--- config.mk ---
export PLATFORM = sky130hd
export DESIGN_NAME = bus_master
export DESIGN_NICKNAME = d
export VERILOG_FILES = /design/src/hw/serial_bus_pkg.sv /design/src/hw/bus_master.sv
export SDC_FILE = /design/constraint.sdc
export NUM_CORES = 1
export LEC_CHECK = 0
export BUFFER_PORTS_ARGS = -buffer_cell sky130_fd_sc_hd__buf_2
export CELL_PAD_IN_SITES_DETAIL_PLACEMENT = 1
export CELL_PAD_IN_SITES_GLOBAL_PLACEMENT = 1
export CORE_ASPECT_RATIO = 2
export CORE_MARGIN = 2
export CORE_UTILIZATION = 44
export CTS_BUF_LIST = sky130_fd_sc_hd__clkbuf_2
export DETAILED_ROUTE_END_ITERATION = 7
export GPL_ROUTABILITY_DRIVEN = 0
export PLACE_DENSITY = 0.88
export SETUP_SLACK_MARGIN = 0.02
export SYNTH_ARGS = -nofsm -noshare
export SYNTH_HDL_FRONTEND = slang
export SYNTH_SLANG_ARGS = --single-unit
--- constraint.sdc ---
create_clock -name clk -period 3 [get_ports clk]
set_clock_uncertainty 0.05 [all_clocks]
set_input_delay 0.15 -clock clk [delete_from_list [all_inputs] [get_ports clk]]
set_output_delay 0.15 -clock clk [all_outputs]
set_load 0.01 [all_outputs]
--- src/hw/serial_bus_pkg.sv ---
// serial bus package with widths, command and bus structs, and FSM state types
package serial_bus_pkg;

	localparam int SLAVE_LEN  = 2;	// slave number
	localparam int ADDR_LEN   = 12;	// byte address
	localparam int DATA_LEN   = 8;
	localparam int NUM_SLAVES = 3;

	// one complete master command, 23 bits
	typedef struct packed {
		logic                 write;	// 1 write, 0 read
		logic [SLAVE_LEN-1:0] slave;
		logic [ADDR_LEN-1:0]  addr;
		logic [DATA_LEN-1:0]  data;
	} bus_cmd_t;

	// master toward slave, one bit per clock
	typedef struct packed {
		logic valid;
		logic write_en;
		logic read_en;
		logic addr_bit;
		logic data_bit;
	} bus_m2s_t;

	// slave toward master
	typedef struct packed {
		logic ready;
		logic valid;
		logic rdata_bit;
	} bus_s2m_t;

	typedef enum logic [2:0] {
		M_IDLE,
		M_REQUEST,
		M_WAIT_READY,
		M_SEND_ADDR,
		M_SEND_DATA,
		M_RECV_DATA,
		M_DONE
	} master_state_e;

	typedef enum logic [2:0] {
		S_IDLE,
		S_RECV_ADDR,
		S_RECV_DATA,
		S_STORE,
		S_DELAY,
		S_SEND_DATA
	} slave_state_e;

endpackage
--- src/hw/bus_master.sv ---
// bus master that serializes one command onto the bus and collects the read byte
`timescale 1ns/1ps

module bus_master (
	input  logic                                    clk,
	input  logic                                    arst_n,
	input  serial_bus_pkg::bus_cmd_t                cmd,
	input  logic                                    start,
	output logic                                    busy,
	output logic                                    done,
	output logic [serial_bus_pkg::DATA_LEN-1:0]     rdata,
	output logic                                    req,
	output logic [serial_bus_pkg::SLAVE_LEN-1:0]    sel,
	input  logic                                    grant,
	output logic                                    trans_done,
	output serial_bus_pkg::bus_m2s_t                m2s,
	input  serial_bus_pkg::bus_s2m_t                s2m
);

	localparam int CNT_W  = $clog2(serial_bus_pkg::ADDR_LEN);
	localparam int DCNT_W = $clog2(serial_bus_pkg::DATA_LEN);

	serial_bus_pkg::master_state_e         state;
	serial_bus_pkg::bus_cmd_t              cmd_q;	// latched on start
	logic [CNT_W-1:0]                      cnt;	// bit index, address and data
	logic [serial_bus_pkg::DATA_LEN-1:0]   rx_sh;
	logic [serial_bus_pkg::DATA_LEN-1:0]   rx_next;
	logic                                  frame;
	logic                                  last_addr;
	logic                                  last_data;

	assign last_addr = (cnt == CNT_W'(serial_bus_pkg::ADDR_LEN - 1));
	assign last_data = (cnt == CNT_W'(serial_bus_pkg::DATA_LEN - 1));
	assign rx_next   = {s2m.rdata_bit, rx_sh[serial_bus_pkg::DATA_LEN-1:1]};	// lsb first

	always_ff @(posedge clk or negedge arst_n) begin
		if (!arst_n) begin
			state <= serial_bus_pkg::M_IDLE;
			cnt   <= '0;
		end else begin
			case (state)
				serial_bus_pkg::M_IDLE: begin
					if (start)
						state <= serial_bus_pkg::M_REQUEST;
				end
				serial_bus_pkg::M_REQUEST: begin
					if (grant)
						state <= serial_bus_pkg::M_WAIT_READY;
				end
				serial_bus_pkg::M_WAIT_READY: begin
					if (s2m.ready) begin
						cnt   <= '0;
						state <= serial_bus_pkg::M_SEND_ADDR;
					end
				end
				serial_bus_pkg::M_SEND_ADDR: begin
					if (last_addr) begin
						cnt   <= '0;
						state <= cmd_q.write ? serial_bus_pkg::M_SEND_DATA
							: serial_bus_pkg::M_RECV_DATA;
					end else begin
						cnt <= cnt + 1'b1;
					end
				end
				serial_bus_pkg::M_SEND_DATA: begin
					if (last_data) begin
						cnt   <= '0;
						state <= serial_bus_pkg::M_DONE;
					end else begin
						cnt <= cnt + 1'b1;
					end
				end
				serial_bus_pkg::M_RECV_DATA: begin
					// slave may still be counting its read delay
					if (s2m.valid) begin
						if (last_data) begin
							cnt   <= '0;
							state <= serial_bus_pkg::M_DONE;
						end else begin
							cnt <= cnt + 1'b1;
						end
					end
				end
				serial_bus_pkg::M_DONE: state <= serial_bus_pkg::M_IDLE;
				default: state <= serial_bus_pkg::M_IDLE;
			endcase
		end
	end

	always_ff @(posedge clk) begin
		if (state == serial_bus_pkg::M_IDLE && start)
			cmd_q <= cmd;
		if (state == serial_bus_pkg::M_RECV_DATA && s2m.valid) begin
			rx_sh <= rx_next;
			if (last_data)
				rdata <= rx_next;	// lands together with done
		end
	end

	assign busy       = (state != serial_bus_pkg::M_IDLE);
	assign done       = (state == serial_bus_pkg::M_DONE);
	assign trans_done = (state == serial_bus_pkg::M_DONE);	// releases the arbiter
	assign req        = (state == serial_bus_pkg::M_REQUEST);
	assign sel        = cmd_q.slave;

	// enables cover the whole frame, reply included
	assign frame = state inside {serial_bus_pkg::M_SEND_ADDR, serial_bus_pkg::M_SEND_DATA,
		serial_bus_pkg::M_RECV_DATA};

	always_comb begin
		m2s.valid    = (state == serial_bus_pkg::M_SEND_ADDR) ||
			(state == serial_bus_pkg::M_SEND_DATA);
		m2s.write_en = frame & cmd_q.write;
		m2s.read_en  = frame & ~cmd_q.write;
		m2s.addr_bit = (state == serial_bus_pkg::M_SEND_ADDR) & cmd_q.addr[cnt];
		m2s.data_bit = (state == serial_bus_pkg::M_SEND_DATA) & cmd_q.data[cnt[DCNT_W-1:0]];
	end

endmodule

* Yosys cells after proc, flatten, opt, wreduce, memory -nomap -nowiden *
Cells that the tools add are included.

word-level totals
  memories kept = 0
  word-level logic and storage cells = 56
  latch bits = 0
  ROM bits = 0
  bits in writable memories = 0
  register bits after elaboration = 46

operators by class
  $add $sub $neg = 1
  magnitude comparators = 2
  shift-type cells = 0
  bitwise gates (word level) = 5
  multiplexer cells = 17
  reduce and logical (&&, ||, !) cells = 10
  eq/ne operators = 13
  div/mod/pow operators = 0
  $mul = 0

operator list
  kind                                                                          number
  3-bit 2-to-1 mux                                                              6
  3-bit case mux with 6 select lines                                            1
  4-bit 2-to-1 mux                                                              4
  4-bit case mux with 4 select lines                                            1
  3-bit == test, second input constant                                          3
  2-bit != test, second input constant                                          4
  3-bit by 2-bit == test with 1-bit output, second input constant               2
  3-bit nonzero test                                                            2
  4-bit by 5-bit less-than comparator with 1-bit output, second input constant  1
  5-bit AND reduction                                                           1
  4-bit by 1-bit adder with 4-bit output, second input constant                 1
  1-bit bitwise AND                                                             4
  1-bit binary-select mux with 4-bit select                                     1
  4-bit by 3-bit == test with 1-bit output, second input constant               1
  4-bit == test, second input constant                                          1
  3-bit by 4-bit less-than comparator with 1-bit output, second input constant  1
  4-bit nonzero test                                                            1
  1-bit binary-select mux with 3-bit select                                     1
  3-bit by 1-bit == test with 1-bit output, second input constant               1
  3-bit logical NOT                                                             1
  1-bit 2-to-1 mux                                                              3
  3-bit AND reduction                                                           1
  1-bit logical AND                                                             2
  2-bit by 1-bit != test with 1-bit output, second input constant               1
  other kinds (3)                                                               3

* Depth between registers and ports, before layout *
Gate-level depths: netlist of run 1.

  word-level depth = 4
  depth in mapped cells = 5

* Worst setup path after synthesis of run 1 *
No wires, ideal clock.

  kind = reg-to-reg
  start = register state[1]
  end = register cmd_q[0] (netlist bit), enable pin
  setup slack = 0.500 ns
  arrival time = 2.048 ns
  stages on the path, launching flop included = 4
  cells stage by stage = dfrtp_1 -> clkbuf_1 -> or3_1 -> nor2_1

between the ends
  cells in the longest elaborated chain, start to end = 2

RTL lines
  item                    line              source
  from (decl)             bus_master.sv:23  serial_bus_pkg::master_state_e state;
  from (signal assigned)  bus_master.sv:38  state <= serial_bus_pkg::M_IDLE;
  from (signal assigned)  bus_master.sv:44  state <= serial_bus_pkg::M_REQUEST;
  from (signal assigned)  bus_master.sv:48  state <= serial_bus_pkg::M_WAIT_READY;
  3-bit logical NOT       bus_master.sv:91  if (state == serial_bus_pkg::M_IDLE && start)
  1-bit logical AND       bus_master.sv:91
  to (signal assigned)    bus_master.sv:92  cmd_q <= cmd;
  to (decl)               bus_master.sv:24  serial_bus_pkg::bus_cmd_t cmd_q;

Every way passes these cells.
A chain may end at the register's enable or synchronous reset.

* Worst setup path in the final report of run 1 *
  start = register state[1]
  end = register rdata[3] (netlist bit), enable pin

between the ends
  cells in the longest elaborated chain, start to end = 3

RTL lines
  item                           line              source
  3-bit == test                  bus_master.sv:93  if (state == serial_bus_pkg::M_RECV_DATA && s2m.valid) begin
  1-bit logical AND              bus_master.sv:93
  2-bit AND reduction (no line)  n/a
  to (signal assigned)           bus_master.sv:96  rdata <= rx_next;
  to (decl)                      bus_master.sv:11  output logic [serial_bus_pkg::DATA_LEN-1:0] rdata,

Every way passes these cells.

==> results list, run 1 <==
- For this design, the slowest cell found on the critical path is dfrtp_1.
- Clock latency of the later-clocked register in the worst-skew pair: 430 ps
- STA classifies the critical path endpoint as a flop.
- The first detailed-routing pass ran for 4 iterations.
- Crit Reg-Reg Startpoint: state[1]
- Tracing the worst setup path back leads to its startpoint at state[1].
- Register-to-register path setup slack: 670 ps
* WP data required: 3060 ps
- The clock tree synthesis step divided the H-tree into 2 levels.
- Maximum clock insertion buffer count: 2
* Worst-path cell chain: nand2b_1 > nor2_1 > and2_1
- Dividing the final minimum period by the clock period gives 0.775.
- For this block, the via count after detailed routing is 1302.
- TritonCTS built the clock tree.
* Max-slew headroom at the worst pin: 0.614
* Mux cell area share after synthesis: 0.0861
- Setup repair after global routing left no endpoint under its margin.
* Count of buffering cells on the critical path with inverters included: 0
- Total power per unit cell area: 688 mW/mm^2
- Filler cell count: 431
* Initial core utilization: 0.450
- Post-CTS setup buffer count: 0
- Tot GR Track Use: 0.217
- Critical path's largest stage delay: 600 ps
* Number of unique standard cell types used by synthesis: 39
* Total negative slack for setup checks: 0 ps
- Largest voltage drop on the vdd net: 0.632 mV
* Syn. warnings: 0
- At the pin with the least slew margin, the transition time is 577 ps.
- The worst setup path is launched from a flop.
* Final std cell area, no fill: 0.00251 sq mm
- The core region is 0.00430 sq mm.
- Outcome: finished clean
- In the layout the commonest cells are buf_2, edfxtp_1, dlygate4sd3_1.
- The first global-routing pass estimated 7710 um of wire.
- Area growth from synthesis to final layout: 30.1%
- Hold_sp: s2m[2]
- Post-DR wirelength/cell: 18.1 um
- Kind of cell adding the most delay to the critical path: simple AND/OR/NAND/NOR gates
- In this run the worst path has a maximum fanout of 17.
- In the final layout, the share of cells above drive strength 1 is 0.335.
* Share of the yosys chip area belonging to registers: 0.681
- The worst hold path belongs to the class in -> reg.
- Number of standard-cell rows in the floorplan: 34
- Parity-gate share of the synthesized area counting xor and xnor cells: 0
* Compound-gate portion of the synthesized area: 0.0816
- Of the total synthesized cell area, the portion taken by AND, OR, NAND and NOR gates is 0.105.
* Leakage dissipation: 0.989 nW
- Main combinational cell family by area after synthesis: simple AND/OR/NAND/NOR gates
- Clock tree synthesis selected as its root buffer the cell clkbuf_2.
- The via count of the first global-routing pass is 1516.
* Antenna Diode Count: 0
* Number of hold-repair buffers added at the cts stage: 25
* Finish-stage setup viols: 0
* Top-level I/O count: 49
- Full die area: 0.00497 sq mm
- The worst setup path is of the reg -> reg kind.
- The detail route stage leaves a number of antenna-violating nets equal to 0.
- Across the run, the number of max-cap violations was 0.
- Wirelength, routed: 4590 um
* Final Hold Fails: 0
* Pin count of the biggest net entering global routing: 24
- After clock tree synthesis, the clock-pin slew on the worst setup and hold paths is 220 ps.
- Post-Synthesis Cells: 127
- First-iteration detailed-routing DRC count: 18
- Port buffering added 48 buffers.
- In the final design database the tool counted 230 nets.
* Post-route worst hold slack: 165 ps
* Horizontal die dimension: 50.9 um
- For this run the aggregate overflow at the end of global routing stands at 0.
- Via density: 5.13
- Achievable clock frequency: 0.430 GHz
* Number of pins with negative max-slew slack in the final report: 0
- Number of synthesized register bits: 45
* Adder-cell share of the synthesized area: 0.00647
- Counting the buffers created by CTS gives 5.
* DRC Markers: 0
* Antenna violations before repair: 0
* Post-placement cell count: 220
* Die boundary height: 97.7 um
- Mapped cell area: 0.00193 sq mm
- The clock drives 45 sinks.
* Total power consumption of the routed design: 0.00173 W
* Worst EP arrival: 2390 ps
- Most common library cell in the layout ignoring fill and taps: buf_2
- Nets in the synthesized netlist: 158
- Placed wire-length estimate: 3040 um
- After layout, the minimum clock period comes to 2330 ps.
* Number of cells in the finished layout apart from fillers: 254
- Dividing the synthesized area by the synthesized cell count gives 15.2 sq um.
- Post-cts resize count: 0
- In this run the cell area measured after placement is 0.00218 sq mm.
cells in the mapped netlist, drive strengths merged:
library cell  count  area share
mux2              2       0.014
nor3              1      0.0026
inv               3      0.0058
o21ai             6       0.016
nand4             2      0.0065
nand2b            3      0.0097
ha                1      0.0065
nor2              6       0.012
a21oi             4       0.012
a211oi            1      0.0039
a32oi             1      0.0084
nand3             3      0.0078
a211o             1      0.0045
or3               1      0.0032
buf               7       0.028
mux4              4       0.047
dfrtp             7       0.091
nand3b            3       0.014
o211ai            3       0.012
a21boi            1      0.0039
nand2             6       0.012
nor2b             3      0.0097
nor4b             1      0.0045
a21o              1      0.0039
a31oi             1      0.0032
and4bb            1      0.0065
and3b             1      0.0045
o31ai             2      0.0078
clkbuf            3      0.0058
and3              1      0.0032
o22ai             1      0.0065
mux2i             5       0.026
edfxtp           38        0.59
and2              3      0.0097
area by class of cell:
class | instances | area, sq um | share of cell area
clock buffer | 5 | 25.0 | 0.00995
timing repair buffer | 75 | 508 | 0.202
multi-input combinational | 69 | 542 | 0.215
inverter | 3 | 11.3 | 0.00448
tap | 54 | 67.6 | 0.0269
clock inverter | 3 | 45.0 | 0.0179
sequential | 45 | 1320 | 0.523
worst reg2reg max path: cells and delay by family, from the launching register on:
kind,cells,cell delay [ps]
AND/OR/NAND/NOR,3,1370
flip-flops,1,600
stage by stage:
step,setup slack [ps],util
6_report,674,0.585
5_1_grt,461,0.585
4_1_cts,668,0.583
3_5_place_dp,700,0.508
3_3_place_gp,873,0.508
2_1_floorplan,500,-
routing by layer:
layer  GRT usage  vias to the layer above  wire length (um)  share of wire
li1            -                      626                 -              -
met1       0.203                      622              1440           0.31
met2       0.422                       46              2840           0.62
met3      0.0535                        8               202          0.044
met4      0.0873                        0               100          0.022
met5           0                        -                 0              0
flip-flops by register name, indices dropped and copies added, names as in the netlist:
name / flops
state: 3
cmd_q: 21
rdata: 8
cnt: 4
sel: 2
rx_sh: 7
report_power, final:
| group | internal, W | switching [W] |
|---|---|---|
| clock | 0.000144 | 0.000198 |
| combinational | 0.000255 | 0.000234 |
| sequential | 0.000776 | 0.000122 |
| total | 0.00118 | 0.000554 |
kinds of logic (layout without fill, tap and decap cells):
logic type / after synthesis / in the layout
AOI/OAI and AO/OA: 22 / 22
adders and majority gates: 1 / 1
buffers and inverters: 13 / 86
DFF: 45 / 45
muxes: 11 / 11
and+or+nand+nor: 35 / 35
path summary, 6_finish.rpt:
check / depth (start not counted) / end
worst max-delay path: 3 / rdata[3]
worst min-delay path: 4 / cnt[1]
worst max register to register: 3 / rdata[3]
worst min register to register: 0 / rdata[0]
max in group asynchronous: 3 / cnt[2]
min in group asynchronous: 3 / cnt[3]
No activity file was read; power rests on OpenSTA's default activity.
==> run 2: changes to the inputs <==
--- a/config.mk
+++ b/config.mk
@@ -5,16 +5,17 @@
 export SDC_FILE = /design/constraint.sdc
 export NUM_CORES = 1
 export LEC_CHECK = 0
+export ABC_AREA = 1
 export BUFFER_PORTS_ARGS = -buffer_cell sky130_fd_sc_hd__buf_2
 export CELL_PAD_IN_SITES_DETAIL_PLACEMENT = 1
 export CELL_PAD_IN_SITES_GLOBAL_PLACEMENT = 1
 export CORE_ASPECT_RATIO = 2
 export CORE_MARGIN = 2
-export CORE_UTILIZATION = 44
+export CORE_UTILIZATION = 43
 export CTS_BUF_LIST = sky130_fd_sc_hd__clkbuf_2
 export DETAILED_ROUTE_END_ITERATION = 7
 export GPL_ROUTABILITY_DRIVEN = 0
-export PLACE_DENSITY = 0.88
+export PLACE_DENSITY = 0.89
 export SETUP_SLACK_MARGIN = 0.02
 export SYNTH_ARGS = -nofsm -noshare
 export SYNTH_HDL_FRONTEND = slang
==> constraint.sdc (replaced) <==
create_clock -name clk -period 2.3 [get_ports clk]
set_clock_uncertainty 0.05 [all_clocks]
set_input_delay 0.115 -clock clk [delete_from_list [all_inputs] [get_ports clk]]
set_output_delay 0.115 -clock clk [all_outputs]
set_load 0.01 [all_outputs]
==> results list, run 2 <==
- Outcome: finished clean (unchanged)
- Finish-stage setup viols: 0 (unchanged)
- The worst setup slack after layout came to 277 ps (was 674 ps).
- The sum of met2 wire segment lengths after detailed routing was 2800 um (was 2840 um).
- Fraction of post-synthesis cell area in the top cell type by area: 0.574 (was 0.590)
- The simple-gate share of the synthesized area came to 0.205 (was 0.105).
- Share of the yosys chip area belonging to registers: 0.662 (was 0.681)
- The warning count from the yosys run was 0 (unchanged).
- Most frequent cells in the layout: buf_2, edfxtp_1, nand2_1 (was buf_2, edfxtp_1, dlygate4sd3_1)
- Length of routed met3 wiring: 276 um (was 202 um)
* Total power per unit cell area: 926 mW/mm^2 (was 688 mW/mm^2)
- The post-synthesis instance area was 0.00199 sq mm (was 0.00193 sq mm).
- The proportion of synthesized area in mux cells came to 0 (was 0.0861).
- The clock sink count came to 45 (unchanged).
- The worst min-delay path category is in -> reg (unchanged).
* Most common library cell in the layout ignoring fill and taps: buf_2 (unchanged)
* Cell accounting for the most synthesized area: edfxtp_1 (unchanged)
- The maximum number of pins on one net before global-route repair was 24 (unchanged).
- Registers with the highest flip-flop counts: cmd_q (21), rdata (8), rx_sh (7) (unchanged).
- The total of buffers placed on input and output ports was 48 (unchanged).
* Fraction of layout instances using a drive strength above 1: 0.327 (was 0.335)
- Post-DR wirelength/cell: 16.5 um (was 18.1 um)
- Register-to-register path setup slack: 540 ps (was 670 ps)
* Final design utilization: 0.572 (was 0.585)
- The share of synthesized flip-flops with an asynchronous set or reset was 0.156 (unchanged).
- Worst EP arrival: 1860 ps (was 2390 ps)
* Wirelength, routed: 5040 um (was 4590 um)
* Total clock buffers created by CTS: 5 (unchanged)
- Critical setup path kind: reg -> out (was reg -> reg)
- The total number of H-tree levels is 2 (unchanged).
* Max-slew headroom at the worst pin: 0.603 (was 0.614)
* Final Hold Fails: 0 (unchanged)
* Critical Path Sink: m2s[0] (was rdata[3])
- The vertical die dimension was 100 um (was 97.7 um).
- The number of buffers on the longest clock path is 2 (unchanged).
* Post-Synthesis Cells: 173 (was 127)
- Clock latency of the later-clocked register in the worst-skew pair: 390 ps (was 430 ps)
* Number of pins with negative max-slew slack in the final report: 0 (unchanged)
- Final worst path period need: 2020 ps
- Final global-route overflow total: 0 (unchanged)
* Antenna Diode Count: 0 (unchanged)
* Compound-gate portion of the synthesized area: 0.0484 (was 0.0816)
- The XOR/XNOR share of the synthesized area is 0.00881 (was 0).
* Achievable clock frequency: 0.494 GHz
* Number of flip-flops under the largest register name: 21 (unchanged)
- RSZ-0062 raised after global routing: false (unchanged)
- Filler cell count: 494 (was 431)
- Iteration count of the initial detailed-routing pass: 4 (unchanged)
- First-pass GRT wire length: 8030 um (was 7710 um)
- The total global routing track utilization was 0.214 (was 0.217).
* Synth cell count leaders: edfxtp_1, nand2_1, inv_1 (was edfxtp_1, dfrtp_1, nand2_1, nor2_1, o21ai_0)
- The top layer reached by signal wires was met4 (unchanged).
- The fraction of the mapped netlist area in adder cells is 0.00629 (was 0.00647).
* Part of the cycle the worst path needs: 0.880
- The number of cells after detailed placement came to 269 (was 220).
- Top cells by area in the synthesized netlist: edfxtp_1, dfrtp_1, nand2_1 (was edfxtp_1, dfrtp_1, mux4_2).
- Number of synthesized register bits: 45 (unchanged)
* Most common cell in the netlist: edfxtp_1 (unchanged)
- Largest voltage drop on the vdd net: 0.601 mV (was 0.632 mV)
- Max-cap violation count: 0 (unchanged)
- Total negative slack for setup checks: 0 ps (unchanged)
* Tightest Pin Transition: 593 ps (was 577 ps)
* Post-CTS clock slew at the launch and capture registers of the worst setup and hold paths: 220 ps (about the same)
* Remaining number of nets flagged by the antenna check after routing: 0 (unchanged)
- Number of cells traversed by the worst register-to-register path: 4 (was 3)
- TritonCTS clock tree: built (unchanged)
- Number of cells in the finished layout apart from fillers: 306 (was 254)
* Nets in the synthesized netlist: 204 (was 158)
- The count of flip-flops with a built-in enable after synthesis was 38 (unchanged).
* Via count: 1551 (was 1302)
* Leakage dissipation: 1.14 nW (was 0.989 nW)
* Area growth from synthesis to final layout: 29.7% (was 30.1%)
* Via count of the first global-routing pass: 1651 (was 1516)
- WP data required: 2130 ps (was 3060 ps)
* Via density: 5.07 (was 5.13)
* Sort of element at the start of the critical path: flop (unchanged)
- The root cell of the clock tree is clkbuf_2 (unchanged).
- Horizontal die dimension: 52.1 um (was 50.9 um)
- The met1 layer wirelength in the final routing was 1860 um (was 1440 um).
- Critical Path Fanout Max: 11 (was 17)
* Biggest register: cmd_q (unchanged)
- The top flip-flop cell by instance count after synthesis was edfxtp_1 (unchanged).
- The detailed-route DRC error count is 0 (unchanged).
- The final-stage net count is 281 (was 230).
- First-iteration detailed-routing DRC count: 31 (was 18)
- Top-level I/O count: 49 (unchanged)
- Number of unique standard cell types used by synthesis: 28 (was 39)
- The instance area at placement is 0.00225 sq mm (was 0.00218 sq mm).
- The count of standard-cell rows came to 35 (was 34).
* Main combinational cell family by area after synthesis: simple AND/OR/NAND/NOR gates (unchanged)
- Full die area: 0.00522 sq mm (was 0.00497 sq mm)
- The area of all placed cells without fillers came to 0.00258 sq mm (was 0.00251 sq mm).
- The worst setup path startpoint is cnt[0] (was state[1]).
- The worst-case setup slack after placement is 534 ps (was 700 ps).
- The number of antenna violations at the first check in global routing came to 0 (unchanged).
- Average footprint of a synthesized cell: 11.5 sq um (was 15.2 sq um)
- Reg2Reg Capture Point: rdata[3] (unchanged)
* Crit Reg-Reg Startpoint: cnt[1] (was state[1])
- Initial core utilization: 0.441 (was 0.450)
- Placed wire-length estimate: 3100 um (was 3040 um)
- Core area: 0.00451 sq mm (was 0.00430 sq mm)
* Critical Path Sink Type: primary output (was flop)
[run 2: cell types whose count changed in the layout (fill, tap and decap cells not counted), moves of 4 or more]
| cell | change |
|---|---|
| nor2_1 | +9 |
| inv_1 | +12 |
| nand3_1 | +11 |
| buf_4 | +4 |
| inv_2 | +4 |
| mux2i_1 | -5 |
| nand2_1 | +27 |
| mux4_2 | -4 |
[run 2: cells by family after synthesis]
group	Yosys count
simple gates	80
compound gates	16
buf+inv	29
xor+xnor	2
fa+ha+maj	1
flops	45
[run 2: worst min path at each step]
stage                start        to  slack, ps  cells after the start
floorplan           arst_n    cnt[0]       -230                      0
global route         grant  state[1]         90                      6
CTS                 arst_n    cnt[3]          6                      2
finish               grant  state[1]         80                      5
detailed placement  arst_n    cnt[3]        -80                      1
global placement    arst_n    cnt[2]        -90                      1
[run 2: power by group]
part | switching [W] | leakage (nW) | internal [W]
Combinational | 0.000564 | 0.669 | 0.000335
Sequential | 0.000135 | 0.439 | 0.00104
Clock | 0.000243 | 0.0327 | 0.0000766
Total | 0.000942 | 1.14 | 0.00145
[run 2: through the flow]
step | hold slack (ps) | power [W]
finish | 75.8 | 0.00239
global route | 90.1 | 0.00256
CTS | 5.67 | 0.00235
detailed placement | -80.3 | 0.00201
global placement | -85.4 | 0.00195
floorplan | -231 | 0.00179
[run 2: timing repair]
action | CTS | global route
setup endpoints to repair | 0 | 2
resized for setup | 0 | 2
setup buffers | 0 | 3
hold endpoints to repair | 32 | 7
hold buffers | 25 | 1
[run 2: critical path: stages (launching register included)]
cell	delay [ps]
dfrtp_2	510
clkinvlp_4	240
o21ai_0	190
o21ai_0	140
o21ai_0	180
nor2_1	50
buf_2	130
[run 2: area by class of cell]
type	count	area [sq um]	area share
Timing Repair Buffer	79	538	0.209
Tap cell	55	68.8	0.0267
Inverter	20	78.8	0.0306
Clock inverter	2	10.0	0.00388
Clock buffer	6	30.0	0.0116
Sequential cell	45	1320	0.511
Multi-Input combinational cell	99	537	0.208
[run 2: routing by layer]
| metal | vias up | track usage |
|---|---|---|
| met5 | - | 0 |
| met4 | 0 | 0.0729 |
| met3 | 10 | 0.0372 |
| met2 | 63 | 0.382 |
| met1 | 750 | 0.248 |
| li1 | 728 | - |
