### config.mk
export PLATFORM = sky130hd
export DESIGN_NAME = bus_interconnect
export DESIGN_NICKNAME = d
export VERILOG_FILES = /design/src/hw/serial_bus_pkg.sv /design/src/hw/bus_interconnect.sv /design/src/hw/bus_arbiter.sv
export SDC_FILE = /design/constraint.sdc
export NUM_CORES = 1
export LEC_CHECK = 0
export ABC_CLOCK_PERIOD_IN_PS = 2700
export BUFFER_PORTS_ARGS = -buffer_cell sky130_fd_sc_hd__buf_2
export CAP_MARGIN = 20
export CELL_PAD_IN_SITES_DETAIL_PLACEMENT = 2
export CELL_PAD_IN_SITES_GLOBAL_PLACEMENT = 2
export CORE_MARGIN = 1.5
export CORE_UTILIZATION = 16
export CTS_CLUSTER_SIZE = 25
export DETAILED_ROUTE_END_ITERATION = 12
export PLACE_DENSITY = 0.77
export SLEW_MARGIN = 20
export SYNTH_ARGS = -nofsm -noshare
export SYNTH_HDL_FRONTEND = slang
export SYNTH_SLANG_ARGS = --single-unit
### constraint.sdc
create_clock -name clk -period 2.7 [get_ports clk]
set_input_delay 0.54 -clock clk [delete_from_list [all_inputs] [get_ports clk]]
set_output_delay 0.54 -clock clk [all_outputs]
set_load 0.02 [all_outputs]
### src/hw/serial_bus_pkg.sv
// serial bus package with widths, command and bus structs, and FSM state types
package serial_bus_pkg;

	localparam int SLAVE_LEN  = 2;	// slave number
	localparam int ADDR_LEN   = 12;	// byte address
	localparam int DATA_LEN   = 8;
	localparam int NUM_SLAVES = 3;

	// one complete master command, 23 bits
	typedef struct packed {
		logic                 write;	// 1 write, 0 read
		logic [SLAVE_LEN-1:0] slave;
		logic [ADDR_LEN-1:0]  addr;
		logic [DATA_LEN-1:0]  data;
	} bus_cmd_t;

	// master toward slave, one bit per clock
	typedef struct packed {
		logic valid;
		logic write_en;
		logic read_en;
		logic addr_bit;
		logic data_bit;
	} bus_m2s_t;

	// slave toward master
	typedef struct packed {
		logic ready;
		logic valid;
		logic rdata_bit;
	} bus_s2m_t;

	typedef enum logic [2:0] {
		M_IDLE,
		M_REQUEST,
		M_WAIT_READY,
		M_SEND_ADDR,
		M_SEND_DATA,
		M_RECV_DATA,
		M_DONE
	} master_state_e;

	typedef enum logic [2:0] {
		S_IDLE,
		S_RECV_ADDR,
		S_RECV_DATA,
		S_STORE,
		S_DELAY,
		S_SEND_DATA
	} slave_state_e;

endpackage
### src/hw/bus_interconnect.sv
// bus interconnect that arbitrates the masters and routes the serial lines to the slaves
`timescale 1ns/1ps

module bus_interconnect (
	input  logic                                                    clk,
	input  logic                                                    arst_n,
	input  logic                                                    m1_req,
	input  logic                                                    m2_req,
	input  logic [serial_bus_pkg::SLAVE_LEN-1:0]                    m1_sel,
	input  logic [serial_bus_pkg::SLAVE_LEN-1:0]                    m2_sel,
	input  logic                                                    m1_trans_done,
	input  logic                                                    m2_trans_done,
	output logic                                                    m1_grant,
	output logic                                                    m2_grant,
	input  serial_bus_pkg::bus_m2s_t                                m1_m2s,
	input  serial_bus_pkg::bus_m2s_t                                m2_m2s,
	output serial_bus_pkg::bus_s2m_t                                m1_s2m,
	output serial_bus_pkg::bus_s2m_t                                m2_s2m,
	output serial_bus_pkg::bus_m2s_t [serial_bus_pkg::NUM_SLAVES-1:0] s_m2s,
	input  serial_bus_pkg::bus_s2m_t [serial_bus_pkg::NUM_SLAVES-1:0] s_s2m
);

	logic                                    trans_done;
	logic [serial_bus_pkg::SLAVE_LEN-1:0]    active_sel;	// registered target of the owner
	serial_bus_pkg::bus_m2s_t                gnt_m2s;
	serial_bus_pkg::bus_s2m_t                sel_s2m;

	assign trans_done = m1_trans_done | m2_trans_done;

	bus_arbiter arb0 (
		.clk        (clk),
		.arst_n     (arst_n),
		.m1_req     (m1_req),
		.m2_req     (m2_req),
		.m1_sel     (m1_sel),
		.m2_sel     (m2_sel),
		.trans_done (trans_done),
		.m1_grant   (m1_grant),
		.m2_grant   (m2_grant),
		.active_sel (active_sel)
	);

	// lines of whichever master owns the bus
	always_comb begin
		gnt_m2s = '0;
		if (m1_grant)
			gnt_m2s = m1_m2s;
		else if (m2_grant)
			gnt_m2s = m2_m2s;
	end

	// only the addressed slave sees the owner, the others stay at zero
	always_comb begin
		s_m2s   = '0;
		sel_s2m = '0;
		for (int i = 0; i < serial_bus_pkg::NUM_SLAVES; i++) begin
			if (active_sel == serial_bus_pkg::SLAVE_LEN'(i)) begin
				s_m2s[i] = gnt_m2s;
				sel_s2m  = s_s2m[i];
			end
		end
	end

	assign m1_s2m = m1_grant ? sel_s2m : '0;
	assign m2_s2m = m2_grant ? sel_s2m : '0;	// idle slave ready is hidden too

endmodule

### src/hw/bus_arbiter.sv
// fixed priority bus arbiter that holds its grant until the transaction is done
`timescale 1ns/1ps

module bus_arbiter (
	input  logic                                    clk,
	input  logic                                    arst_n,
	input  logic                                    m1_req,
	input  logic                                    m2_req,
	input  logic [serial_bus_pkg::SLAVE_LEN-1:0]    m1_sel,
	input  logic [serial_bus_pkg::SLAVE_LEN-1:0]    m2_sel,
	input  logic                                    trans_done,
	output logic                                    m1_grant,
	output logic                                    m2_grant,
	output logic [serial_bus_pkg::SLAVE_LEN-1:0]    active_sel
);

	logic granted;

	assign granted = m1_grant | m2_grant;

	always_ff @(posedge clk or negedge arst_n) begin
		if (!arst_n) begin
			m1_grant   <= 1'b0;
			m2_grant   <= 1'b0;
			active_sel <= '0;
		end else if (granted) begin
			// owner keeps the bus until its done pulse
			if (trans_done) begin
				m1_grant <= 1'b0;
				m2_grant <= 1'b0;
			end
		end else if (m1_req) begin	// master 1 wins a tie
			m1_grant   <= 1'b1;
			active_sel <= m1_sel;
		end else if (m2_req) begin
			m2_grant   <= 1'b1;
			active_sel <= m2_sel;
		end
	end

endmodule

# Word level (Yosys, flattened, before mapping)
# Index checks and enable logic that the tools add are counted.
[totals] ff_bits=4
[classes] n_bitwise=3 eq_ne=4 mux=18 n_reduce_logical=7
[ops] op="two-way mux 5 bit" n=5
[ops] op="two-way mux 3 bit" n=5
[ops] op="two-way mux 1 bit" n=6
[ops] op="nonzero test 2 bit" n=3
[ops] op="two-way mux 2 bit" n=2
[ops] op="inequality test 2 x 1 -> 1 bit, second input constant" n=2
[ops] op="AND reduction 2 bit" n=2
[ops] op="AND reduction 3 bit" n=1
[ops] op="== test 2 x 1 -> 1 bit, second input constant" n=1
[ops] op="== test 2 bit, second input constant" n=1
[ops] op="logical NOT 2 bit" n=1
[ops] op="OR 1 bit" n=2
[ops] op="inverter 1 bit" n=1

# Longest topological paths before layout
# Gate-level depths: netlist of the first run.
[logic_depth] depth_word=5 depth_mapped=4

# Cells and area by module
# From an unflattened synthesis of the first run, not the netlist that was laid out.
[unflattened] hier_cells=67 hier_area_um2=476.7
[by_module_without_submodules] module="bus_interconnect" cells_per_inst=47 seq_area_each_um2=0.0 area_per_inst_um2=267.8 n_inst=1
[by_module_without_submodules] module="bus_arbiter" cells_per_inst=20 seq_area_each_um2=100.1 area_per_inst_um2=209.0 n_inst=1

# Least setup slack after synthesis of the first run
# OpenSTA, ideal clock, no wires.
[synth_timing] path_kind="register -> output" startpoint="register arb0.m2_grant" endpoint="output port s_m2s[4] (netlist bit)" setup_slack_ns=0.844 path_stages_with_launch=4 required_ns=2.160 arrival_ns=1.316 n_path_buf=0 cell_sequence="dfrtp_1 -> and2b_4 -> a22oi_2 -> nor3_1"
[synth_lines] element="from (decl)" line="bus_arbiter.sv:13" text="output logic m2_grant,"
[synth_lines] element="from (signal assigned)" line="bus_arbiter.sv:24" text="m2_grant <= 1'b0;"
[synth_lines] element="from (signal assigned)" line="bus_arbiter.sv:30" text="m2_grant <= 1'b0;"
[synth_lines] element="from (signal assigned)" line="bus_arbiter.sv:36" text="m2_grant <= 1'b1;"
[synth_lines] element="to (decl)" line="bus_interconnect.sv:19" text="output serial_bus_pkg::bus_m2s_t [serial_bus_pkg::NUM_SLAVES-1:0] s_m2s,"

==> results.md, run 1 <==
Run status:
- The run finished with clean final reports.

Synth:
- In the post-synthesis netlist, the biggest area contributors are dfrtp_1 (22%), a22o_1 (11%), a22oi_2 (11%).
- The combinational family with the most area after synthesis is simple AND/OR/NAND/NOR gates.
- The top cell type by total area after synthesis is dfrtp_1.
- In this run, distinct cell masters in the synthesized netlist total 19.
- For this run, the register share of the synthesized area comes to 0.217.
- The synthesized net count is 83.
- The post-synthesis share of cell area spent on and, or, nand and nor gates is 0.358.
- The synthesized-area fraction occupied by adder cells is 0.
- The xor/xnor cell area share of the yosys netlist is 0.
- Yosys printed 0 warnings.
- The mux cell area share after synthesis is 0.0650.
- The mean instance size in the synthesized netlist is 8.55 sq um.
- The synthesized design contains 4 register bits.
- Counting every instance in the synthesized netlist gives 54.
- The share of synthesized area in the top cell type comes to 0.217.
- The post-synthesis instance area is 462 sq um.
- The area fraction in compound gates after synthesis came to 0.301.

Routing:
- The met2 wire length is roughly 930 microns.
- The count of nets left with antenna violations once routing finished came out at 0.
- For this block, the initial DRC count from the detailed router was 9.
- Detailed routing placed a total of approximately 150 microns of wire on met3.
- Summed over all layers, the routed wires come to 1870 microns.
- After detailed routing, the number of vias per cell comes to 4.56.
- The total via count in the routed design is 620.
- The top metal layer carrying routed signals is met4.
- After detailed routing, the average wire length per cell comes to 13.7 microns.
- In the final routing, the length of wire on met1 measures 752 microns.
- In the routed design, unresolved DRC markers number 0.
- The number of search-and-repair iterations in the first detailed-routing pass is 2.

Floorplanning:
- The die is 56.7 microns tall.
- The initial utilization of the core area, before any placement, comes to 0.167.
- The row count is 19.
- The die outline area is roughly 3200 sq um.
- The floorplan step set the die width to 56.7 microns.
- For this design the top-level I/O count stands at 52.
- The core region is approximately 2800 sq um.

Place:
- The routability congestion estimate is around 0.70.
- Prior to clock tree synthesis, the placed netlist has a worst setup slack of around 0.71 ns.
- Including well taps, the total number of placed cells is 133.
- The count of buffers from port buffering is 51.
- The HPWL after detailed placement is ~1600 microns.

STA:
- The max-slew violation total from the final report is 0.
- Across the routed clock network, the largest skew measured is ~0.0012 ns.
- Setup repair after global routing left no endpoint under its margin.
- The fmax is 453 MHz.
- The number of endpoints with negative hold slack in the final report came to 0.
- Final hold analysis gives a worst-case slack of 0.0983 ns.
- The minimum period implied by the final worst setup slack is 2.21 ns.
- After routing, the total negative slack on setup checks comes to 0 ns.
- In the post-route analysis, the smallest setup slack over all paths is 0.493 ns.
- In this run the tightest slew margin relative to its limit is 0.661.
- At the pin with the least slew margin, the transition time is 0.509 ns.
- The part of the cycle the worst path needs is 0.817.
- Setup violations remaining at the end of the flow were counted as 0.

Final layout:
- The area of the multi-input gates is approximately 330 sq um.
- The count of fill cells added during filler insertion is about 350.
- After the last flow step, the layout net total stands at 136.
- From synthesis to final layout, the design area changed by 62.6%.
- The fraction of layout cells with a size suffix above 1 is 0.581.
- The library cells used most frequently in the layout, excluding fill and tap cells, are buf_2 (51), nor2_1 (11), and2_1 (6), a22o_1 (6).
- The final non-filler cell total is 136.
- The sequential cell area in the final layout is roughly 100 sq um.
- The library cell used most frequently in the layout, excluding fill and tap cells, is buf_2.
- The antenna diode count is 0.

Critical path:
- The critical path data required time is around 2.2 ns.
- The sort of element at the end of the critical path is an output port.
- The critical path is of the flop to output port type.
- Data arrives at the worst endpoint at 1.67 ns.
- The maximum fanout along the worst path is 13.
- STA classifies the critical path startpoint as a flop.

Global routing:
- The final global-route overflow total is 0.
- The number of global-route vias before repair came to 717.
- The first global-routing pass estimated 3170 microns of wire.
- The initial antenna violation count is 0.
- The global-route total usage across every layer is 0.128.
- The pin count of the biggest net entering global routing is 14.

Clock network:
- The clock root buffer is clkbuf_4.
- The number of buffers created by CTS is 3.
- Clock-pin slew was measured on the worst setup and hold paths at 0.04 ns.
- The number of buffers inserted to repair setup after CTS is 0.
- At the later pin of the worst-skew pair, clock insertion delay measures 0.24 ns.
- The CTS tree is built.
- The buffer depth of the longest clock path is 2.
- The number of gates resized after CTS is 0.
- In this run the number of H-tree levels came out at 1.
- In this run, post-CTS hold repair placed 0 buffers.
- Counting every sink on the clock net gives 4.

Worst hold path:
- The path class of the tightest hold or removal check is primary input to async pin.

Power:
- In this run the power density over the cells is 546 nW/um^2.
- The analysis attributes to cell leakage a power of 0.416 nW.
- The peak ir drop on the vdd network is 0.213 mV.
- Power comes to 0.000410 W.

Run:
- The tool flagged a number of max-cap violations equal to 0.
-- Yosys cell counts --
library cell,count
a21oi_1,1
a22o_1,6
a22oi_2,4
and2_1,6
and2b_1,1
and2b_4,1
and3b_1,1
buf_2,1
buf_6,2
dfrtp_1,4
mux2i_1,3
nand2b_1,2
nor2_1,11
nor2_4,1
nor2b_1,1
nor3_1,4
nor3_2,1
o21ai_1,1
o2bb2ai_1,3
-- final cells by class --
class / count / share of cell area
clock buffer: 3 / 0.0300
tap: 31 / 0.0517
timing repair buffer: 51 / 0.340
sequential: 4 / 0.133
multi-input combinational: 47 / 0.445
-- layer usage --
metal,up-vias,global-route usage
met5,-,0
met4,0,0.0612
met3,5,0.0207
met2,33,0.228
met1,281,0.146
li1,301,-
-- critical path, stage by stage, from the launching register on --
cell,delay [ns]
dfrtp_1,0.56
and2b_4,0.39
a22oi_2,0.08
nor3_1,0.20
buf_2,0.20
-- kinds of logic after synthesis --
family / count (synthesis)
simple gates: 29
compound gates: 15
flops: 4
mux: 3
buf+inv: 3
-- worst paths after layout --
check                                    from                 end  slack (ns)  depth (start not counted)
worst max-delay path            arb0.m1_grant            s_m2s[0]        0.49                          4
worst min-delay path                   arst_n       arb0.m2_grant         0.1                          1
worst max register to register  arb0.m1_grant  arb0.active_sel[0]        1.46                          3
worst min register to register  arb0.m2_grant       arb0.m2_grant        0.75                          1
max in group asynchronous              arst_n       arb0.m1_grant        2.48                          1
min in group clk                       m1_req       arb0.m1_grant        0.59                          2
-- sequential cells by signal, indices dropped and copies added (netlist names) --
name and cells:
arb0.active_sel 2, arb0.m1_grant 1, arb0.m2_grant 1
-- per-stage QoR --
step | instance area, sq um | util
2_1_floorplan | 462 | -
3_3_place_gp | 728 | 0.264
3_5_place_dp | 728 | 0.264
4_1_cts | 751 | 0.272
5_1_grt | 751 | 0.272
6_report | 751 | 0.272
-- report_power, final --
part | internal (W) | switching [W] | total, W
clock | 0.0000500 | 0.0000290 | 0.0000790
combinational | 0.0000948 | 0.000123 | 0.000217
sequential | 0.0000712 | 0.0000423 | 0.000113
total | 0.000216 | 0.000194 | 0.000410
(Power assumes the default switching activity.)
==> run 2: changes to the inputs <==
- ABC_AREA: unset -> 1
- ABC_CLOCK_PERIOD_IN_PS: 2700 -> 1900
- CORE_UTILIZATION: 16 -> 12
- PLACE_DENSITY: 0.77 -> 0.7
- clock period: 2.7 -> 1.9 ns (I/O delays scaled with it)
==> run 2 against run 1 <==
Against the previous run: sequential share of layout area is 1.1 points lower; global-route usage is 2.3 points lower; register-to-register slack worse by 0.63 ns; first-iteration DRC count is 11% higher; critical path depth stayed put; largest power group unchanged; largest cell class unchanged; die area is 32% higher.
==> results.md, run 2 <==
Clock network:
- The worst-skew pair later-pin latency is 0.22 ns.
- The CTS sink count is 4.
- Clock tree synthesis selected as its root buffer the cell clkbuf_8.
- After clock tree synthesis, the clock-pin slew on the worst setup and hold paths is 0.03 ns.
- The number of buffers inserted to repair setup after CTS is 0.
- The number of buffers created by CTS is 3.
- TritonCTS built the clock tree.
- The clock passes through at most 2 buffers.
- The CTS H-tree depth is 1.

Synth:
- The biggest area contributor in the post-synthesis netlist is dfrtp_1.
- The mean instance size in the synthesized netlist is 5.48 sq um.
- During synthesis, Yosys emitted a total of 0 warnings.
- The post-synthesis instance area is 465 sq um.
- After synthesis, the cell types taking the most area are dfrtp_1 (22%), nand2_1 (20%), nor2_1 (19%).
- Counting flops with a built-in enable in the synthesized netlist gives 0.
- Synthesis inferred 4 register bits.
- In this run, distinct cell masters in the synthesized netlist total 14.
- The sequential share of the synthesized area is 0.215.
- After synthesis, the share of flip-flops with an asynchronous set or reset is 1.00.
- The share of Yosys cell area claimed by the top area cell type is 0.215.
- In the synthesized netlist, the cells that appear most often are nand2_1 (25), nor2_1 (23), inv_2 (7).
- Synthesis produced a netlist with a net count of 114.
- For this run, the leading register cell type out of synthesis is dfrtp_1.
- The number of standard cells after synthesis is 85.
- The cell with the most instances after synthesis is nand2_1.

Final layout:
- The register with the most flip-flops in the layout has 2 of them.
- In the final layout, the registers with the most flip-flops are arb0.active_sel x2, arb0.m1_grant x1, arb0.m2_grant x1.
- At the end of the flow the core is filled with cells to 0.223.
- The multi-input combinational cells in the finished layout cover a total of 305 sq um.
- Leaving out fill and tap cells, the most frequent cells in the layout are buf_2 (51), nand2_1 (25), nor2_1 (23).
- The count of fill cells added during filler insertion is approximately 480.
- The library cell used most frequently in the layout, excluding fill and tap cells, is buf_2.
- Of the cells placed in the final design, the portion with a size suffix greater than 1 is 0.468.
- The net count of the finished layout is 170.
- The area growth from synthesis to layout is 76.3%.
- The sequential cell area in the final layout is 100 sq um.
- Counting flops per register, the top entry is arb0.active_sel.
- 0 antenna diodes ended up in the layout.

Power:
- The analysis attributes to cell leakage a power of 0.498 nW.
- IR analysis of the VDD net gives a maximum drop of 0.287 mV.
- The sequential power share is 0.191.
- The clock power share is 0.261.
- Of the total power, the share spent switching nets is 0.476.
- Power spread over the standard cell area amounts to 837 nW/um^2.
- Of the total power, combinational logic draws 0.548.
- The net switching power figure is 0.000327 W.
- The internal portion of the total power is 0.000360 W.

Routing:
- The routed layout has 729 vias.
- The number of nets with antenna violations after routing is 0.
- The iteration-0 DRC count of the detailed router is 10.
- The number of search-and-repair iterations in the first detailed-routing pass is 3.
- Dividing the detail-routed wire length by the instance count gives 11.9 microns.
- For this run, design rule violations remaining after detail routing come to 0.
- After detailed routing, the number of vias per cell comes to 3.90.
- The total wire length is around 2200 microns.

Place:
- The HPWL after detailed placement is 2050 microns.
- At the end of routability-driven placement, the weighted congestion stood at 0.719.
- The count of buffers added on input and output ports is 51.

Critical path:
- For the worst setup path, the data arrival time is 1.36 ns.
- STA classifies the critical path endpoint as an output port.
- The worst setup path is of the flop to output port kind.
- The startpoint class of the critical path is a flop.
- For the worst setup path, the data required time is 1.52 ns.
- The maximum fanout along the worst path is 9.

Floorplanning:
- The floorplan step set the die height to 65.3 microns.
- The starting utilization of the core area is 0.126.
- The die covers between 4000 and 5000 sq um.
- In this run the standard cell core region covers 3690 sq um.
- The floorplan die width is 65.3 microns.
- The number of primary I/O pins is 52.
- In this run the core area contains 22 standard-cell rows.

STA:
- The number of endpoints failing setup at the final stage is 0.
- For this run, the top clock speed supported by timing is 573 MHz.
- The number of endpoints with negative hold slack in the final report was 0.
- For the pin with the worst max-slew slack, the measured transition is 0.327 ns.
- The minimum period implied by the final worst setup slack is 1.74 ns.
- The normalized max-slew margin is 0.782.
- The clock arrives with 0.00173 ns of skew.
- The max-slew violation total from the final report is 0.
- In the finished design, the share of the clock period the worst path needs comes to 0.918.
- Setup repair after global routing left no endpoint under its margin.
- Summed over all failing endpoints, the final setup total negative slack is 0 ns.

Global routing:
- In the global route stage, overall resource usage came out at 0.105.
- The final global-route overflow total is 0.
- The pin count of the biggest net entering global routing is 10.
- The initial antenna violation count was 0.
- The first-pass GRT wire length is 3500 microns.
- The number of global-route vias before repair came to 805.

Run:
- The count of maximum capacitance violations is 0.

Worst hold path:
- The worst min-delay path class is primary input to flop.

Run status:
- The flow ran to the end, and the final reports show no timing, DRC or antenna violations.
run 2: kinds of logic after synthesis:
kind of cell           count (synthesis)  synth area share
flip-flops                             4             0.215
AND/OR/NAND/NOR                       57             0.519
buffers and inverters                 14             0.129
AO/OA/AOI/OAI                         10             0.137
run 2: power groups by stage:
stage | clock network (W) | logic (W) | registers (W)
2_1_floorplan | 0 | 0.000248 | 0.000127
3_3_place_gp | 0 | 0.000369 | 0.000129
3_5_place_dp | 0 | 0.000383 | 0.000132
4_1_cts | 0.000180 | 0.000387 | 0.000132
5_1_grt | 0.000185 | 0.000421 | 0.000135
6_report | 0.000179 | 0.000377 | 0.000131
run 2: cell type report:
type,instances,area share
clock buffer,3,0.0503
tap,48,0.0732
multi-input combinational,67,0.372
timing repair buffer,52,0.323
sequential,4,0.122
inverter,13,0.0595
run 2: per-stage QoR:
step	power (W)	hold WS [ns]	area (sq um)	worst slack (ns)	instances
final	0.000687	0.437	821	0.156	187
after global routing	0.000741	0.459	821	0.0359	187
after CTS	0.000698	0.439	821	0.129	187
after detailed placement	0.000515	0.202	769	0.362	183
after global placement	0.000498	0.195	769	0.415	183
after floorplan	0.000374	0.0844	465	0.397	85
run 2: per-layer routing:
layer,GRT usage,part of all wire,up-vias
li1,-,-,366
met2,0.219,0.54,33
met5,0,0,-
met4,0.0234,0.0077,0
met1,0.104,0.39,328
met3,0.0188,0.063,2
run 2: worst paths after layout:
path | startpoint | endpoint | slack [ns] | cells after the start
max | arb0.m1_grant | s_m2s[6] | 0.16 | 4
min | m2_req | arb0.m2_grant | 0.44 | 3
max reg2reg | arb0.m1_grant | arb0.active_sel[0] | 0.83 | 5
min reg2reg | arb0.m2_grant | arb0.m2_grant | 0.61 | 3
max in group asynchronous | arst_n | arb0.m1_grant | 1.27 | 2
min in group asynchronous | arst_n | arb0.active_sel[0] | 0.50 | 2
run 2: critical path, stage by stage, from the launching register on:
cell and delay, ns:
dfrtp_1 0.52, nor2_4 0.09, a21boi_1 0.29, nor2_1 0.08, buf_2 0.17
run 2: timing repair:
| item | CTS | global route |
|---|---|---|
| endpoints found under the hold margin | 4 | 0 |
| resized for setup | 0 | 0 |
| hold buffers | 1 | 0 |
==> run 3: changes to the inputs <==
- ABC_AREA: 1 -> unset
- CORE_UTILIZATION: 12 -> 13
- PLACE_DENSITY: 0.7 -> 0.67
- SLEW_MARGIN: 20 -> unset
==> run 3 against run 2 <==
Against the previous run: largest cell class unchanged; via count down 13%; maximum frequency down 4.7%; combinational power down 3%; critical path depth unchanged; largest power group unchanged; sequential share of layout area up 0.36 points; core utilization up 2.0 points; sequential power up 8%; non-clock buffer count up 4; clock-buffer cell count unchanged.
==> results.md, run 3 (synthesis results as in run 1) <==
Run status:
- The flow ran to the end, and the final reports show no timing, DRC or antenna violations.

Routing:
- The number of search-and-repair iterations in the first detailed-routing pass is 3.
- The first routing iteration left 10 violations.
- The number of vias per cell after detailed routing is roughly 4.1.
- After detailed routing, the number of remaining DRC violations is 0.
- The total wire length is 2040 microns.
- The mean routed wirelength per cell is 13.1 microns.
- Across all layers, the routed design uses 633 vias.
- Once detail routing completed, the nets flagged for antenna violations numbered 0.

Power:
- The leakage power total is 0.439 nW.
- The sequential power share is 0.230.
- The power after layout is 0.000613 W.
- Of the total power, the share spent switching nets is 0.459.
- The peak ir drop on the vdd network is 0.191 mV.
- The analysis attributes to net switching a power of 0.000281 W.
- The internal portion of total power is 0.000332 W.
- The power per cell area is 750 nW/um^2.
- The combinational fraction of design power is 0.598.
- The clock power share is 0.172.

Clock network:
- The clock slew seen by the registers of the worst setup and hold paths is 0.04 ns.
- In this run the number of H-tree levels came out at 1.
- The CTS sink count is 4.
- The longest clock path from root to sink contains 2 buffers.
- The clock root buffer is clkbuf_4.
- The number of buffers created by CTS is 3.
- Once the clock tree was built, the setup fixing pass inserted 0 buffers.
- The worst-skew pair later-pin latency is 0.23 ns.
- The CTS tree is built.

Critical path:
- For flop-to-flop paths, the worst setup slack is 0.71 ns.
- The startpoint class of the critical path is a flop.
- The critical path's largest stage delay is roughly 0.44 ns.
- Counting cells, the worst reg-to-reg path comes to 4.
- The largest individual stage delay along the critical path comes from the cell dfrtp_2.
- The sort of element at the end of the critical path is an output port.
- The signal on the critical path passes through and2b_4 -> a22oi_2 -> nor3_1 -> buf_2.
- The critical path data required time is 1.52 ns.
- The reg-to-reg critical path endpoint is arb0.active_sel[0].
- Data arrives at the worst endpoint at 1.45 ns.
- The critical path in this run is classified as flop to output port.
- The critical register-to-register path startpoint is arb0.m1_grant.
- Along the worst path, the maximum fanout reaches 7.

STA:
- The number of endpoints with negative hold slack in the final report is 0.
- The fmax is 546 MHz.
- The max-slew violation total from the final report is 0.
- For the pin with the worst max-slew slack, the measured transition is 0.305 ns.
- Measured against its own limit, the worst slew margin works out to 0.797.
- Setup violations remaining at the end of the flow were counted as 0.
- The part of the cycle the worst path needs is 0.963.
- The clock arrives with 0.00241 ns of skew.
- After layout, the minimum clock period comes to 1.83 ns.
- Setup repair after global routing could not meet its margin everywhere.

Final layout:
- The register with the most flip-flops in the layout has 2 of them.
- The most frequent standard cell in the layout excluding fill and tap cells is buf_2.
- The top cell types in the final layout, fill and taps aside, are buf_2 (51), nor2_1 (11), and2_1 (6), a22o_1 (6).
- From synthesis to final layout, the design area changed by 77.0%.
- More flip-flops sit in one register than any other, and that register is arb0.active_sel.
- The fraction of layout cells with a size suffix above 1 is 0.618.
- The number of antenna diodes in the final layout is 0.
- The post-route core utilization is 0.243.
- After the last flow step, the layout net total stands at 141.
- In the final layout, the registers with the most flip-flops are arb0.active_sel x2, arb0.m1_grant x1, arb0.m2_grant x1.

Run:
- The tool flagged a number of max-cap violations equal to 0.

Global routing:
- The final global-route overflow total is 0.
- The number of global-route vias before repair was 695.
- In the global route stage, overall resource usage came out at 0.111.
- The first-pass GRT wire length is 3410 microns.
- Entering global routing, the biggest net connects 11 pins.
- The initial antenna violation count is 0.

Floorplanning:
- The starting utilization of the core area is 0.137.
- The floorplan die width is 62.6 microns.
- The row count is 21.
- The number of primary I/O pins is 52.
- The die is 62.6 microns tall.
- The core region is approximately 3400 sq um.
- The die covers slightly below 4000 sq um.

Worst hold path:
- In this run the worst hold path is classified as primary input to flop.
- Along the worst hold path, the cell count comes to 2.
- The hold path startpoint is m1_req.
- The worst hold path terminates at arb0.m1_grant.

Place:
- Buffers placed on the I/O ports in this run total roughly 50.
- The HPWL after detailed placement is 1820 microns.
- The routability congestion estimate is 0.664.
[run 3: cell count changes in the layout (fill, tap and decap cells not counted), moves of 6 or more]
cell / change
nand2_1: -25
nor2_1: -12
inv_2: -7
a22o_1: +6
and2_1: +6
inv_1: -6
[run 3: area by class of cell]
cell class | instances | area, sq um
sequential | 4 | 103
timing repair buffer | 56 | 295
fill | 434 | 2550
clock buffer | 3 | 22.5
multi-input combinational | 47 | 339
tap | 46 | 57.6
[run 3: metal layers]
layer  wire length (microns)  up-vias  global-route usage
li1                        -      308                   -
met1                     955      291               0.142
met2                     933       34               0.179
met3                     148        0              0.0324
met4                       0        0              0.0333
met5                       0        -                   0
[run 3: worst max-delay path: cells and delay by family (launching register included)]
kind                   cells  cell delay (ns)
DFF                        1             0.44
buffers and inverters      1             0.21
AOI/OAI and AO/OA          1             0.08
and+or+nand+nor            2             0.49
[run 3: worst max path at each step]
stage / start / end / slack [ns] / cells past startpoint
after CTS: arb0.m1_grant / s_m2s[4] / 0.02 / 4
final: arb0.m1_grant / s_m2s[4] / 0.07 / 4
after global placement: arb0.m1_grant / s_m2s[4] / 0.29 / 4
after global routing: arb0.m1_grant / s_m2s[4] / -0.02 / 4
after detailed placement: arb0.m1_grant / s_m2s[1] / 0.28 / 4
after floorplan: arb0.m2_grant / s_m2s[4] / 0.20 / 3
[run 3: what timing repair did]
| action | in CTS | in global routing |
|---|---|---|
| setup endpoints to repair | 0 | 4 |
| hold buffers | 1 | 0 |
| endpoints found under the hold margin | 4 | 0 |
| gates resized for setup | 0 | 3 |
[run 3: metrics by stage]
step / instances / instance area [sq um] / hold WS [ns] / setup TNS (ns) / setup slack (ns)
finish: 156 / 817 / 0.437 / 0 / 0.0701
global placement: 152 / 777 / 0.184 / 0 / 0.286
floorplan: 54 / 462 / 0.0844 / 0 / 0.204
detailed placement: 152 / 777 / 0.190 / 0 / 0.276
CTS: 156 / 810 / 0.439 / 0 / 0.0177
global route: 156 / 817 / 0.448 / -0.0227 / -0.0227
[run 3: power groups by stage]
stage               registers, W  clock network, W  logic [W]
floorplan               0.000125                 0   0.000251
global placement        0.000138                 0   0.000359
detailed placement      0.000142                 0   0.000368
CTS                     0.000142          0.000112   0.000371
global route            0.000150          0.000112   0.000400
finish                  0.000141          0.000106   0.000366
